## config.mk

```make
export PLATFORM = sky130hd
export DESIGN_NAME = hazard_unit
export DESIGN_NICKNAME = d
export VERILOG_FILES = /design/src/cpu_pkg.sv /design/src/hazard_unit.sv
export SDC_FILE = /design/constraint.sdc
export NUM_CORES = 1
export LEC_CHECK = 0
export ABC_AREA = 0
export BUFFER_PORTS_ARGS = -buffer_cell sky130_fd_sc_hd__clkbuf_2
export CORE_AREA = 2 2 161 163
export DETAILED_ROUTE_END_ITERATION = 8
export DIE_AREA = 0 0 163 165
export GPL_TIMING_DRIVEN = 0
export MAX_ROUTING_LAYER = met4
export SETUP_SLACK_MARGIN = 0.3
export SLEW_MARGIN = 20
export SYNTH_ARGS = -nofsm -noshare
export SYNTH_HDL_FRONTEND = slang
export SYNTH_SLANG_ARGS = --single-unit
```

## constraint.sdc

```tcl
create_clock -name vclk -period 1.1
set_clock_uncertainty 0.15 [all_clocks]
set_input_delay 0.055 -clock vclk [all_inputs]
set_output_delay 0.055 -clock vclk [all_outputs]
set_load 0.02 [all_outputs]
```

## src/cpu_pkg.sv

```systemverilog
`default_nettype none

package cpu_pkg;

   localparam int XLEN       = 32;   // Datapath width
   localparam int NUM_REGS   = 32;   // Architectural registers x0 to x31
   localparam int DMEM_WORDS = 64;   // Data memory depth in words

   typedef logic [XLEN-1:0]               word_t;     // Data, addresses, instructions
   typedef logic [$clog2(NUM_REGS)-1:0]   reg_id_t;   // Register index
   typedef logic [$clog2(DMEM_WORDS)-1:0] dmem_idx_t; // Data memory word index

   localparam word_t NOP_INSTR = 32'h0000_0013;   // ADDI x0,x0,0

   // Major opcodes of the supported subset
   localparam logic [6:0] OP_REG    = 7'b0110011;   // ADD SUB AND OR XOR SLT
   localparam logic [6:0] OP_IMM    = 7'b0010011;   // ADDI
   localparam logic [6:0] OP_LUI    = 7'b0110111;
   localparam logic [6:0] OP_LOAD   = 7'b0000011;   // LW
   localparam logic [6:0] OP_STORE  = 7'b0100011;   // SW
   localparam logic [6:0] OP_BRANCH = 7'b1100011;   // BEQ BNE
   localparam logic [6:0] OP_JAL    = 7'b1101111;

   typedef enum logic [2:0] {
      ALU_ADD,     // Zero value so a cleared control is an add
      ALU_SUB,
      ALU_AND,
      ALU_OR,
      ALU_XOR,
      ALU_SLT,     // Signed less than
      ALU_PASSB    // LUI passes the immediate
   } alu_op_e;

   typedef enum logic [1:0] {
      FWD_NONE,    // Value from the register file
      FWD_EX_MEM,  // Result one stage ahead
      FWD_MEM_WB   // Write-back value
   } fwd_sel_e;

   typedef struct packed {
      alu_op_e alu_op;
      logic    alu_src_imm;   // Operand B from immediate
      logic    reg_write;
      logic    mem_read;
      logic    mem_write;
      logic    is_branch;
      logic    branch_ne;     // BNE when set, BEQ otherwise
      logic    is_jump;
   } control_t;

   typedef struct packed {
      word_t pc;
      word_t instruction;
   } if_id_t;

   typedef struct packed {
      word_t    pc;
      reg_id_t  rs1;
      reg_id_t  rs2;
      reg_id_t  rd;
      word_t    data1;
      word_t    data2;
      word_t    immediate;
      control_t control;
   } id_ex_t;

   typedef struct packed {
      reg_id_t  rd;
      word_t    alu_data;     // Result or memory address
      word_t    store_data;
      control_t control;
   } ex_mem_t;

   typedef struct packed {
      reg_id_t  rd;
      word_t    alu_data;
      word_t    memory_data;
      control_t control;
   } mem_wb_t;

   typedef struct packed {
      logic  valid;   // Taken branch or JAL
      word_t target;
   } redirect_t;

endpackage

`default_nettype wire

```

## src/hazard_unit.sv

```systemverilog
`default_nettype none

module hazard_unit (
   input  wire cpu_pkg::if_id_t     if_id,
   input  wire cpu_pkg::id_ex_t     id_ex,
   input  wire cpu_pkg::ex_mem_t    ex_mem,
   input  wire cpu_pkg::mem_wb_t    mem_wb,
   input  wire cpu_pkg::redirect_t  redirect,
   output logic                     pc_stall,
   output logic                     if_id_stall,
   output logic                     if_id_flush,
   output logic                     id_ex_flush,
   output cpu_pkg::fwd_sel_e        fwd_sel_rs1,
   output cpu_pkg::fwd_sel_e        fwd_sel_rs2
);

   cpu_pkg::reg_id_t if_rs1;     // Raw fields even if unused by the format
   cpu_pkg::reg_id_t if_rs2;
   logic             load_use;

   // Younger producer wins
   function automatic cpu_pkg::fwd_sel_e fwd_pick(cpu_pkg::reg_id_t rs,
                                                  cpu_pkg::ex_mem_t em,
                                                  cpu_pkg::mem_wb_t mw);
      if (em.control.reg_write && em.rd != '0 && em.rd == rs) return cpu_pkg::FWD_EX_MEM;
      if (mw.control.reg_write && mw.rd != '0 && mw.rd == rs) return cpu_pkg::FWD_MEM_WB;
      return cpu_pkg::FWD_NONE;
   endfunction

   assign if_rs1 = if_id.instruction[19:15];
   assign if_rs2 = if_id.instruction[24:20];

   assign load_use = id_ex.control.mem_read && id_ex.rd != '0 &&
                     (id_ex.rd == if_rs1 || id_ex.rd == if_rs2);

   assign pc_stall    = load_use;                       // Hold fetch
   assign if_id_stall = load_use;                       // Hold consumer in decode
   assign id_ex_flush = load_use || redirect.valid;     // Bubble or squash
   assign if_id_flush = redirect.valid && !load_use;    // Load-use first

   assign fwd_sel_rs1 = fwd_pick(id_ex.rs1, ex_mem, mem_wb);
   assign fwd_sel_rs2 = fwd_pick(id_ex.rs2, ex_mem, mem_wb);

endmodule

`default_nettype wire

```

# After elaboration in Yosys (flattened, before gate mapping)
# Index checks and enable logic that the tools add are counted.
# classes
n_eq_ne	6
mux	14
reduce_logical	15
# ops
cell	count
$eq 5x5->1	6
$mux 2	8
$reduce_bool 5->1	3
$logic_and 1x1->1	9
$mux 1	6
$logic_or 1x1->1	2
$logic_not 1->1	1
# word_totals
reg_bits	0
input_bits	408
output_inout_bits	8
elab_cells	35

# Logic depth before layout (Yosys ltp)
# Gate-level depths: netlist of the first run.
# depth
ltp_word	7
mapped_depth	5
ltp_nobuf	4

# Worst setup path after synthesis of the first run
# Ideal clock, no wire load.
# synth_timing
path_kind	input port to output port
startpoint	in ex_mem[75] in the netlist's numbering
endpoint	out fwd_sel_rs1[1]
t_arrival_ps	1403
t_required_ps	895
path_slack_ps	-508
cell_stages	4
n_path_buf	0
cell_sequence	or4_1 o21ai_2 nor4_1 nor4_2
# synth_via
elab_chain_cells	5
elab_cells_between_ends	6
classes_between	eq/ne (1); mux (2); reduce/logical (3)
# synth_rtl
element	line_no	rtl
from (decl)	hazard_unit.sv:6	input wire cpu_pkg::ex_mem_t ex_mem,
$reduce_bool 5->1	hazard_unit.sv:25	if (em.control.reg_write && em.rd != '0 && em.rd == rs) return cpu_pkg::FWD_EX_MEM;
$logic_and 1x1->1	hazard_unit.sv:25	
$logic_and 1x1->1 (*)	hazard_unit.sv:25	
$mux 1 (*)	hazard_unit.sv:25	
$mux 2 (*)	hazard_unit.sv:26	if (mw.control.reg_write && mw.rd != '0 && mw.rd == rs) return cpu_pkg::FWD_MEM_WB;
to (decl)	hazard_unit.sv:13	output cpu_pkg::fwd_sel_e fwd_sel_rs1,
# Mark *: on every way between the ends. The rest lies on a longest branch, timed or not.

# Final worst setup path of the first run
# layout_timing
startpoint	in mem_wb[75] in the netlist's numbering
endpoint	out fwd_sel_rs2[1]
# layout_via
elab_chain_cells	7
elab_cells_between_ends	9
classes_between	eq/ne (1); mux (5); reduce/logical (3)
# layout_rtl
element	line_no	rtl
from (decl)	hazard_unit.sv:7	input wire cpu_pkg::mem_wb_t mem_wb,
$reduce_bool 5->1	hazard_unit.sv:26	
$logic_and 1x1->1	hazard_unit.sv:26	
$logic_and 1x1->1 (*)	hazard_unit.sv:26	
$mux 1 (2 in a row)	hazard_unit.sv:26	
$mux 2 (*)	hazard_unit.sv:27	return cpu_pkg::FWD_NONE;
$mux 2 (*)	hazard_unit.sv:26	
to (decl)	hazard_unit.sv:14	output cpu_pkg::fwd_sel_e fwd_sel_rs2
# Mark *: on every way between the ends. The rest lies on a longest branch, timed or not. The select of a mux whose other input is x is not followed.

==> impl_metrics.json, run 1 <==
{
  "setup.worst_path.end": "fwd_sel_rs2[1]",
  "min_period_over_period_pct": 141.6,
  "grtUsageMet2_pct": 3.448,
  "gp_congestion": 0.6988,
  "ant_nets": 0,
  "fmax_mhz": 642.0,
  "status": "finished, violations left",
  "holdBufCountCts": 0,
  "grt_max_degree": 4,
  "critPathKind": "input port to output pin",
  "die_h_um": 165,
  "numPortBuffers": 47,
  "antenna_found_initial": 4,
  "p_seq_share_pct": 0,
  "p_per_area_mw_per_mm2": 288.6,
  "final_net_count": 513,
  "holdCritStartpoint": "redirect[32]",
  "drive_above_1_share_pct": 69.90,
  "fin_util_pct": 5.497,
  "slew_headroom_pct": 70.56,
  "die_w_um": 163,
  "power_leakage_uw": 0.0004341,
  "crit_path_end_kind": "output pin",
  "intPower_uw": 216.9,
  "syn_nets": 463,
  "layout.area.seq_um2": 0,
  "wire_per_inst_um": 6.183,
  "worst_pin_slew_ps": 437.9,
  "critPathMaxFanout": 3,
  "setup_viol": 8,
  "postPlaceCellArea_mm2": 0.001185,
  "cp_slowest_stage_delay_ps": 540,
  "io_pins": 416,
  "ys_warn_count": 0,
  "area_growth_pct": 225.4,
  "row_count": 58,
  "ys_seq_area_share_pct": 0,
  "grt-ovfl-total": 0,
  "path_cells": "buf_2 -> xor2_1 -> or4_4 -> nor4_4 -> buf_4",
  "initial_core_util_pct": 1.689,
  "grt_pass1_vias": 601,
  "gr-usage-met1_pct": 1.867,
  "irDropWorstVdd_mv": 0.05275,
  "synthesis.area_um2": 422.9,
  "critPathLaunchType": "input port",
  "wl_um": 2702,
  "drtIter0Drc": 5,
  "sw_frac_of_total_pct": 45.39,
  "grt_busiest_layer": "met2",
  "vias": 590,
  "fp.coreArea_mm2": 0.02504,
  "violations": "setup timing",
  "drc": 0,
  "yosysUniqueCellTypes": 17,
  "setup_slack_ps": -457.7,
  "startpoint": "mem_wb[75]",
  "drv_cap": 0,
  "cp.arrival_ps": 1350,
  "synthCells": 55,
  "fin_tns_setup_ps": -1820,
  "p_comb_share_pct": 100.0,
  "hp-class": "input port to output pin",
  "final_area_mm2": 0.001376,
  "grtUsageMet3_pct": 1.431,
  "drv_slew": 0,
  "hold_violations": 0,
  "track_usage_pct": 1.967,
  "whs_ps": 273.0,
  "placed_cells": 432,
  "n_sequential_cell": 0,
  "grt_pass1_wl_um": 3719,
  "routed_via_density": 1.350,
  "crit_path_top_delay_cell": "or4_4",
  "firstDrtPassIters": 4,
  "die_area_mm2": 0.02690,
  "dp_hpwl_um": 2586,
  "pwr-share-clk_pct": 0,
  "rsz0062_at_grt": "yes",
  "period_minus_slack_ps": 1558,
  "clock_buffers": 0,
  "fin_cells": 437,
  "syn_avg_cell_area_um2": 7.689,
  "p_switching_uw": 180.3,
  "worst_ep_required_time_ps": 890
}
critical path: cells and delay by family:
family / cells / cell delay [ps]
and+or+nand+nor: 2 / 840
buffers and inverters: 2 / 310
xor gates and xnor gates: 1 / 140
cells in the final DEF, fill, tap and decap left out, types with 3 or more instances in the layout:
cell type,Yosys,layout
diode_2,0,4
buf_4,1,3
clkbuf_2,0,31
xor2_1,14,14
xnor2_1,16,8
buf_6,0,4
buf_8,0,6
xnor2_2,0,7
power by group through the flow:
stage	Clock (uW)	Combinational [uW]	Sequential [uW]
floorplan	0	173	0
global placement	0	319	0
detailed placement	0	323	0
CTS	0	366	0
global route	0.000486	430	0
finish	0.000487	397	0
how the worst min path moves through the flow:
| stage | endpoint | slack [ps] | depth (start not counted) |
|---|---|---|---|
| after global placement | id_ex_flush | 320 | 3 |
| after global routing | id_ex_flush | 300 | 3 |
| after detailed placement | id_ex_flush | 330 | 3 |
| final | id_ex_flush | 270 | 3 |
| after floorplan | if_id_flush | 50 | 1 |
| after CTS | id_ex_flush | 310 | 3 |
per-stage QoR:
step / power (uW) / setup slack [ps]
global placement: 318.6 / -500.2
finish: 397.2 / -457.7
global route: 430.2 / -509.8
floorplan: 172.8 / -252.8
CTS: 365.6 / -502.5
detailed placement: 322.6 / -501.5
repair_timing:
item | 4_1_cts | 5_1_grt
endpoints found under the hold margin | 0 | 0
endpoints found under the setup margin | 8 | 8
gates resized for setup | 16 | 29
pin swaps | 14 | 11
buffers inserted | 1 | 0
cells in the mapped netlist:
cell type,instances,area (um^2)
xnor2_1,16,140.1
xor2_1,14,122.6
nand3_1,4,20.02
or4_1,4,30.03
nand2_1,3,11.26
nor4_1,2,12.51
nor4_2,2,25.02
a31o_2,1,8.760
a31oi_1,1,6.260
and3_1,1,6.260
buf_4,1,7.510
inv_1,1,3.750
nor2_1,1,3.750
nor3_1,1,5.000
o21ai_1,1,5.000
o21ai_2,1,8.760
o22ai_1,1,6.260
routing by layer:
| metal | part of all wire (%) | routed length [um] |
|---|---|---|
| met2 | 52 | 1410 |
| met5 | 0 | 0 |
| met1 | 32 | 854 |
| met3 | 16 | 426 |
| met4 | 0.37 | 10 |
layout make-up:
type                       count  area, um^2
multi-input combinational     53       579.3
tap                          330       412.9
inverter                       1       3.754
timing repair buffer          48       359.1
fill                        2942       23660
buffer                         1       11.26
antenna                        4       10.01
cells by family after synthesis:
kind of cell | Yosys count | synth area share (%)
and+or+nand+nor | 18 | 26.92
xor gates and xnor gates | 30 | 62.13
AOI/OAI and AO/OA | 5 | 8.286
buffers and inverters | 2 | 2.663
Note: power is estimated with default switching activity, not from simulation.
==> inputs of run 2 (changes only) <==
--- a/config.mk
+++ b/config.mk
@@ -10,7 +10,6 @@
 export CORE_AREA = 2 2 161 163
 export DETAILED_ROUTE_END_ITERATION = 8
 export DIE_AREA = 0 0 163 165
-export GPL_TIMING_DRIVEN = 0
 export MAX_ROUTING_LAYER = met4
 export SETUP_SLACK_MARGIN = 0.3
 export SLEW_MARGIN = 20
==> run 2 against run 1 <==
  * The flow still finishes with violations (setup timing)
  * Hold slack worse by 3.5 ps
  * Setup slack worse by 42 ps
  * Flip-flop and latch count stayed put
  * Global-route usage is 0.22 points higher
  * Via count is 14% higher
  * Combinational power is 22% higher
  * Total power is 22% higher
  * Cell count is 4.3% higher
  * Non-clock buffer count is 23 higher
  * Cell area is 15% higher
  * Die area stayed put
  * Largest cell class unchanged
==> impl_metrics.json, run 2 (synthesis gave the netlist of run 1 again) <==
{
  "status": "finished, violations left",
  "violations": "setup timing",
  "grt-ovfl-total": 0,
  "hold_violations": 0,
  "min_period_over_period_pct": 145.4,
  "cpLargestDelayFamily": "simple AND/OR/NAND/NOR gates",
  "antenna_found_initial": 0,
  "postPlaceCellArea_mm2": 0.001331,
  "routed_via_density": 1.474,
  "wire_per_inst_um": 6.726,
  "layout_commonest_cell": "clkbuf_2",
  "die_w_um": 163,
  "drv_slew": 0,
  "critPathLaunchType": "input port",
  "row_count": 58,
  "wl_um": 3067,
  "fmax_mhz": 625.2,
  "crit_buf_inv": 2,
  "p_seq_share_pct": 0,
  "final_net_count": 536,
  "gp_congestion": 0.6949,
  "layout.area.seq_um2": 0,
  "crit_path_end_kind": "output pin",
  "initial_core_util_pct": 1.689,
  "period_minus_slack_ps": 1599,
  "path_cells": "clkbuf_2 -> or4_1 -> o21ai_2 -> or4_4 -> nor4_4 -> buf_4",
  "drc": 0,
  "final_area_mm2": 0.001579,
  "p_switching_uw": 218.8,
  "hp-class": "input port to output pin",
  "sw_frac_of_total_pct": 45.12,
  "crit_path_top_delay_cell": "or4_4",
  "n_sequential_cell": 0,
  "drtIter0Drc": 8,
  "worst_pin_slew_ps": 304.9,
  "numPortBuffers": 47,
  "setup.worst_path.end": "fwd_sel_rs2[1]",
  "firstDrtPassIters": 4,
  "worst_ep_required_time_ps": 890,
  "grt_pass1_wl_um": 4222,
  "whs_ps": 269.5,
  "holdBufCountCts": 0,
  "vias": 672,
  "io_pins": 416,
  "irDropWorstVdd_mv": 0.07209,
  "ant_nets": 0,
  "cp.arrival_ps": 1390,
  "drv_cap": 0,
  "path_depth": 6,
  "fp.coreArea_mm2": 0.02504,
  "grt_max_degree": 4,
  "cp_slowest_stage_delay_ps": 440,
  "die_h_um": 165,
  "startpoint": "mem_wb[77]",
  "grt_pass1_vias": 696,
  "intPower_uw": 266.1,
  "fin_cells": 456,
  "pwr-share-clk_pct": 0,
  "clock_buffers": 0,
  "area_growth_pct": 273.4,
  "num_antenna_cells": 0,
  "setup_viol": 8,
  "min_path_cells": 3,
  "setup_slack_ps": -499.5,
  "rsz0062_at_grt": "yes",
  "dp_hpwl_um": 2795,
  "critPathMaxFanout": 3,
  "p_per_area_mw_per_mm2": 307.0,
  "die_area_mm2": 0.02690,
  "track_usage_pct": 2.186,
  "critPathKind": "input port to output pin",
  "slew_headroom_pct": 79.52,
  "power_leakage_uw": 0.0005534,
  "drive_above_1_share_pct": 77.78,
  "final_cell_mix": "clkbuf_2 (33), buf_4 (25), xor2_1 (13), xnor2_1 (8), buf_8 (8)",
  "placed_cells": 452,
  "p_comb_share_pct": 100.0
}
-- run 2: cell count changes in the layout (fill, tap and decap cells not counted), sizes merged --
cell,change
buf,+20
diode,-4
clkbuf,+3
-- run 2: layer usage --
metal	vias up	wire length, um	track usage [%]
li1	339	-	-
met5	-	0	-
met2	14	1621	3.852
met3	0	140	0.3265
met1	319	1305	2.816
met4	0	0	0
-- run 2: worst min-delay path by stage --
stage	start	end	slack (ps)
after floorplan	id_ex[4]	if_id_flush	50
after global placement	redirect[32]	id_ex_flush	320
after detailed placement	redirect[32]	id_ex_flush	320
after CTS	redirect[32]	id_ex_flush	300
after global routing	redirect[32]	id_ex_flush	290
final	redirect[32]	id_ex_flush	270
-- run 2: power by group through the flow --
stage	sequential [uW]	clock, uW	combinational [uW]
after floorplan	0	0	173
after global placement	0	0	383
after detailed placement	0	0	385
after CTS	0	0	446
after global routing	0	0	516
final	0	0	485
-- run 2: per-stage QoR --
step | worst slack [ps] | TNS [ps] | total power [uW] | util, %
2_1_floorplan | -252.8 | -505.8 | 172.8 | -
3_3_place_gp | -532.8 | -2727 | 383.0 | 5.317
3_5_place_dp | -548.2 | -2870 | 384.5 | 5.317
4_1_cts | -542.4 | -2672 | 445.8 | 5.927
5_1_grt | -519.1 | -2732 | 515.7 | 6.307
6_report | -499.5 | -2436 | 484.8 | 6.307
-- run 2: layout make-up --
type,instances,area [um^2]
repair buffers,72,541.8
inverters,1,3.754
well taps,330,412.9
multi-input cells,53,620.6
fillers,2923,23460
-- run 2: timing repair --
item                                    in CTS  in global routing
endpoints found under the hold margin        0                  0
gates resized for setup                     27                 25
setup buffers                                2                  2
endpoints found under the setup margin       8                  8
pin swaps                                   11                 13
==> inputs of run 3 (changes only) <==
--- a/config.mk
+++ b/config.mk
@@ -11,8 +11,8 @@
 export DETAILED_ROUTE_END_ITERATION = 8
 export DIE_AREA = 0 0 163 165
 export MAX_ROUTING_LAYER = met4
+export PLACE_DENSITY_LB_ADDON = 0.25
 export SETUP_SLACK_MARGIN = 0.3
-export SLEW_MARGIN = 20
 export SYNTH_ARGS = -nofsm -noshare
 export SYNTH_HDL_FRONTEND = slang
 export SYNTH_SLANG_ARGS = --single-unit
==> run 3 against run 2 <==
  * The run still ends with setup timing left
  * Flip-flop and latch count stayed put
  * Wire length shrank 12%
  * Die area unchanged
  * Via count decreased by 5.7%
  * Sequential share of layout area unchanged
  * Fmax is 3.4% lower
  * Core utilization fell by 0.40 points
  * Cell area decreased by 6.3%
  * Critical path depth shrank 1
  * Total power down 12%
  * Combinational power decreased by 12%
  * Clock-buffer cell count unchanged
  * Critical path type unchanged
  * Highest routed layer unchanged
==> impl_metrics.json, run 3 (synthesis gave the netlist of run 1 again) <==
{
  "status": "finished, violations left",
  "violations": "setup timing",
  "die_h_um": 165,
  "startpoint": "mem_wb[76]",
  "num_antenna_cells": 0,
  "grt_max_degree": 4,
  "initial_core_util_pct": 1.689,
  "clock_buffers": 0,
  "drv_cap": 0,
  "die_area_mm2": 0.02690,
  "setup.worst_path.end": "fwd_sel_rs1[1]",
  "n_sequential_cell": 0,
  "setup_viol": 8,
  "p_per_area_mw_per_mm2": 287.8,
  "fp.coreArea_mm2": 0.02504,
  "irDropWorstVdd_mv": 0.1073,
  "wl_um": 2696,
  "crit_path_top_delay_cell": "or4_4",
  "cp.arrival_ps": 1450,
  "nFillCells": 2963,
  "row_count": 58,
  "gp_congestion": 0.6905,
  "vias": 634,
  "worst_ep_required_time_ps": 890,
  "critPathKind": "input port to output pin",
  "setup_slack_ps": -556.5,
  "critPathMaxFanout": 3,
  "crit_top_cell": "clkbuf_8",
  "holdCritStartpoint": "redirect[32]",
  "hold_violations": 0,
  "fmax_mhz": 603.7,
  "hp-class": "input port to output pin",
  "grt_pass1_vias": 697,
  "fin_cells": 446,
  "die_w_um": 163,
  "critPathLaunchType": "input port",
  "power_leakage_uw": 0.0004979,
  "numPortBuffers": 47,
  "track_usage_pct": 1.929,
  "layout_commonest_cell": "clkbuf_2",
  "cp_slowest_stage_delay_ps": 550,
  "ant_nets": 0,
  "area_growth_pct": 249.7,
  "min_path_cells": 3,
  "final_net_count": 526,
  "slew_headroom_pct": 78.80,
  "grt-ovfl-total": 0,
  "final_cell_mix": "clkbuf_2 (31), xor2_1 (14), buf_4 (14), xnor2_1 (10), buf_8 (10)",
  "crit_path_end_kind": "output pin",
  "dp_hpwl_um": 2607,
  "holdBufCountCts": 0,
  "min_period_over_period_pct": 150.6,
  "power.total_uw": 425.7,
  "rsz0062_at_grt": "yes",
  "grt_pass1_wl_um": 3864,
  "worst_pin_slew_ps": 315.6,
  "placed_cells": 445,
  "fin_util_pct": 5.907,
  "drtIter0Drc": 11,
  "drc": 0,
  "whs_ps": 258.6,
  "antenna_found_initial": 0,
  "wire_per_inst_um": 6.045,
  "io_pins": 416,
  "routed_via_density": 1.422,
  "period_minus_slack_ps": 1656,
  "path_cells": "clkbuf_8 -> xor2_1 -> or4_4 -> nor4_4 -> clkbuf_8",
  "drv_slew": 0,
  "drive_above_1_share_pct": 70.69,
  "firstDrtPassIters": 4,
  "layout.area.seq_um2": 0
}
## run 3: critical path, delay by kind of cell
| kind | cells | cell delay (ps) |
|---|---|---|
| buf+inv | 2 | 330 |
| simple gates | 2 | 910 |
| xor+xnor | 1 | 150 |
## run 3: per-layer routing
layer / GRT usage [%] / share of wire (%) / routed length, um / up-vias
li1: - / - / - / 316
met1: 2.318 / 41 / 1109 / 282
met2: 3.833 / 53 / 1421 / 36
met3: 0 / 6.1 / 165 / 0
met4: 0 / 0 / 0 / 0
met5: - / 0 / 0 / -
## run 3: area by class of cell
| type | instances | area (um^2) | share of cell area [%] |
|---|---|---|---|
| inverters | 1 | 3.754 | 0.2538 |
| multi-input cells | 53 | 565.5 | 38.24 |
| well taps | 330 | 412.9 | 27.92 |
| repair buffers | 62 | 496.7 | 33.59 |
## run 3: repair_timing
action                                  4_1_cts  5_1_grt
gates resized for setup                      27       20
gates cloned                                  0        0
pin swaps                                    13        4
buffers inserted                              1        0
endpoints found under the setup margin        8        8
## run 3: how the worst min path moves through the flow
| stage | endpoint | slack [ps] |
|---|---|---|
| after floorplan | if_id_flush | 50 |
| after global placement | id_ex_flush | 320 |
| after detailed placement | id_ex_flush | 320 |
| after CTS | id_ex_flush | 290 |
| after global routing | id_ex_flush | 280 |
| final | id_ex_flush | 260 |
## run 3: per-stage QoR
step | setup TNS [ps] | instance area (um^2) | worst slack (ps)
floorplan | -505.8 | 536.8 | -252.8
global placement | -2652 | 1279 | -624.1
detailed placement | -2604 | 1279 | -606.9
CTS | -2394 | 1433 | -581.7
global route | -2582 | 1479 | -612.2
finish | -2096 | 1479 | -556.5
## run 3: report_power, final
part           switching, uW  leakage [uW]  total (uW)  internal (uW)
clock network              0             0           0              0
registers                  0             0           0              0
logic                    188      0.000498         426            237
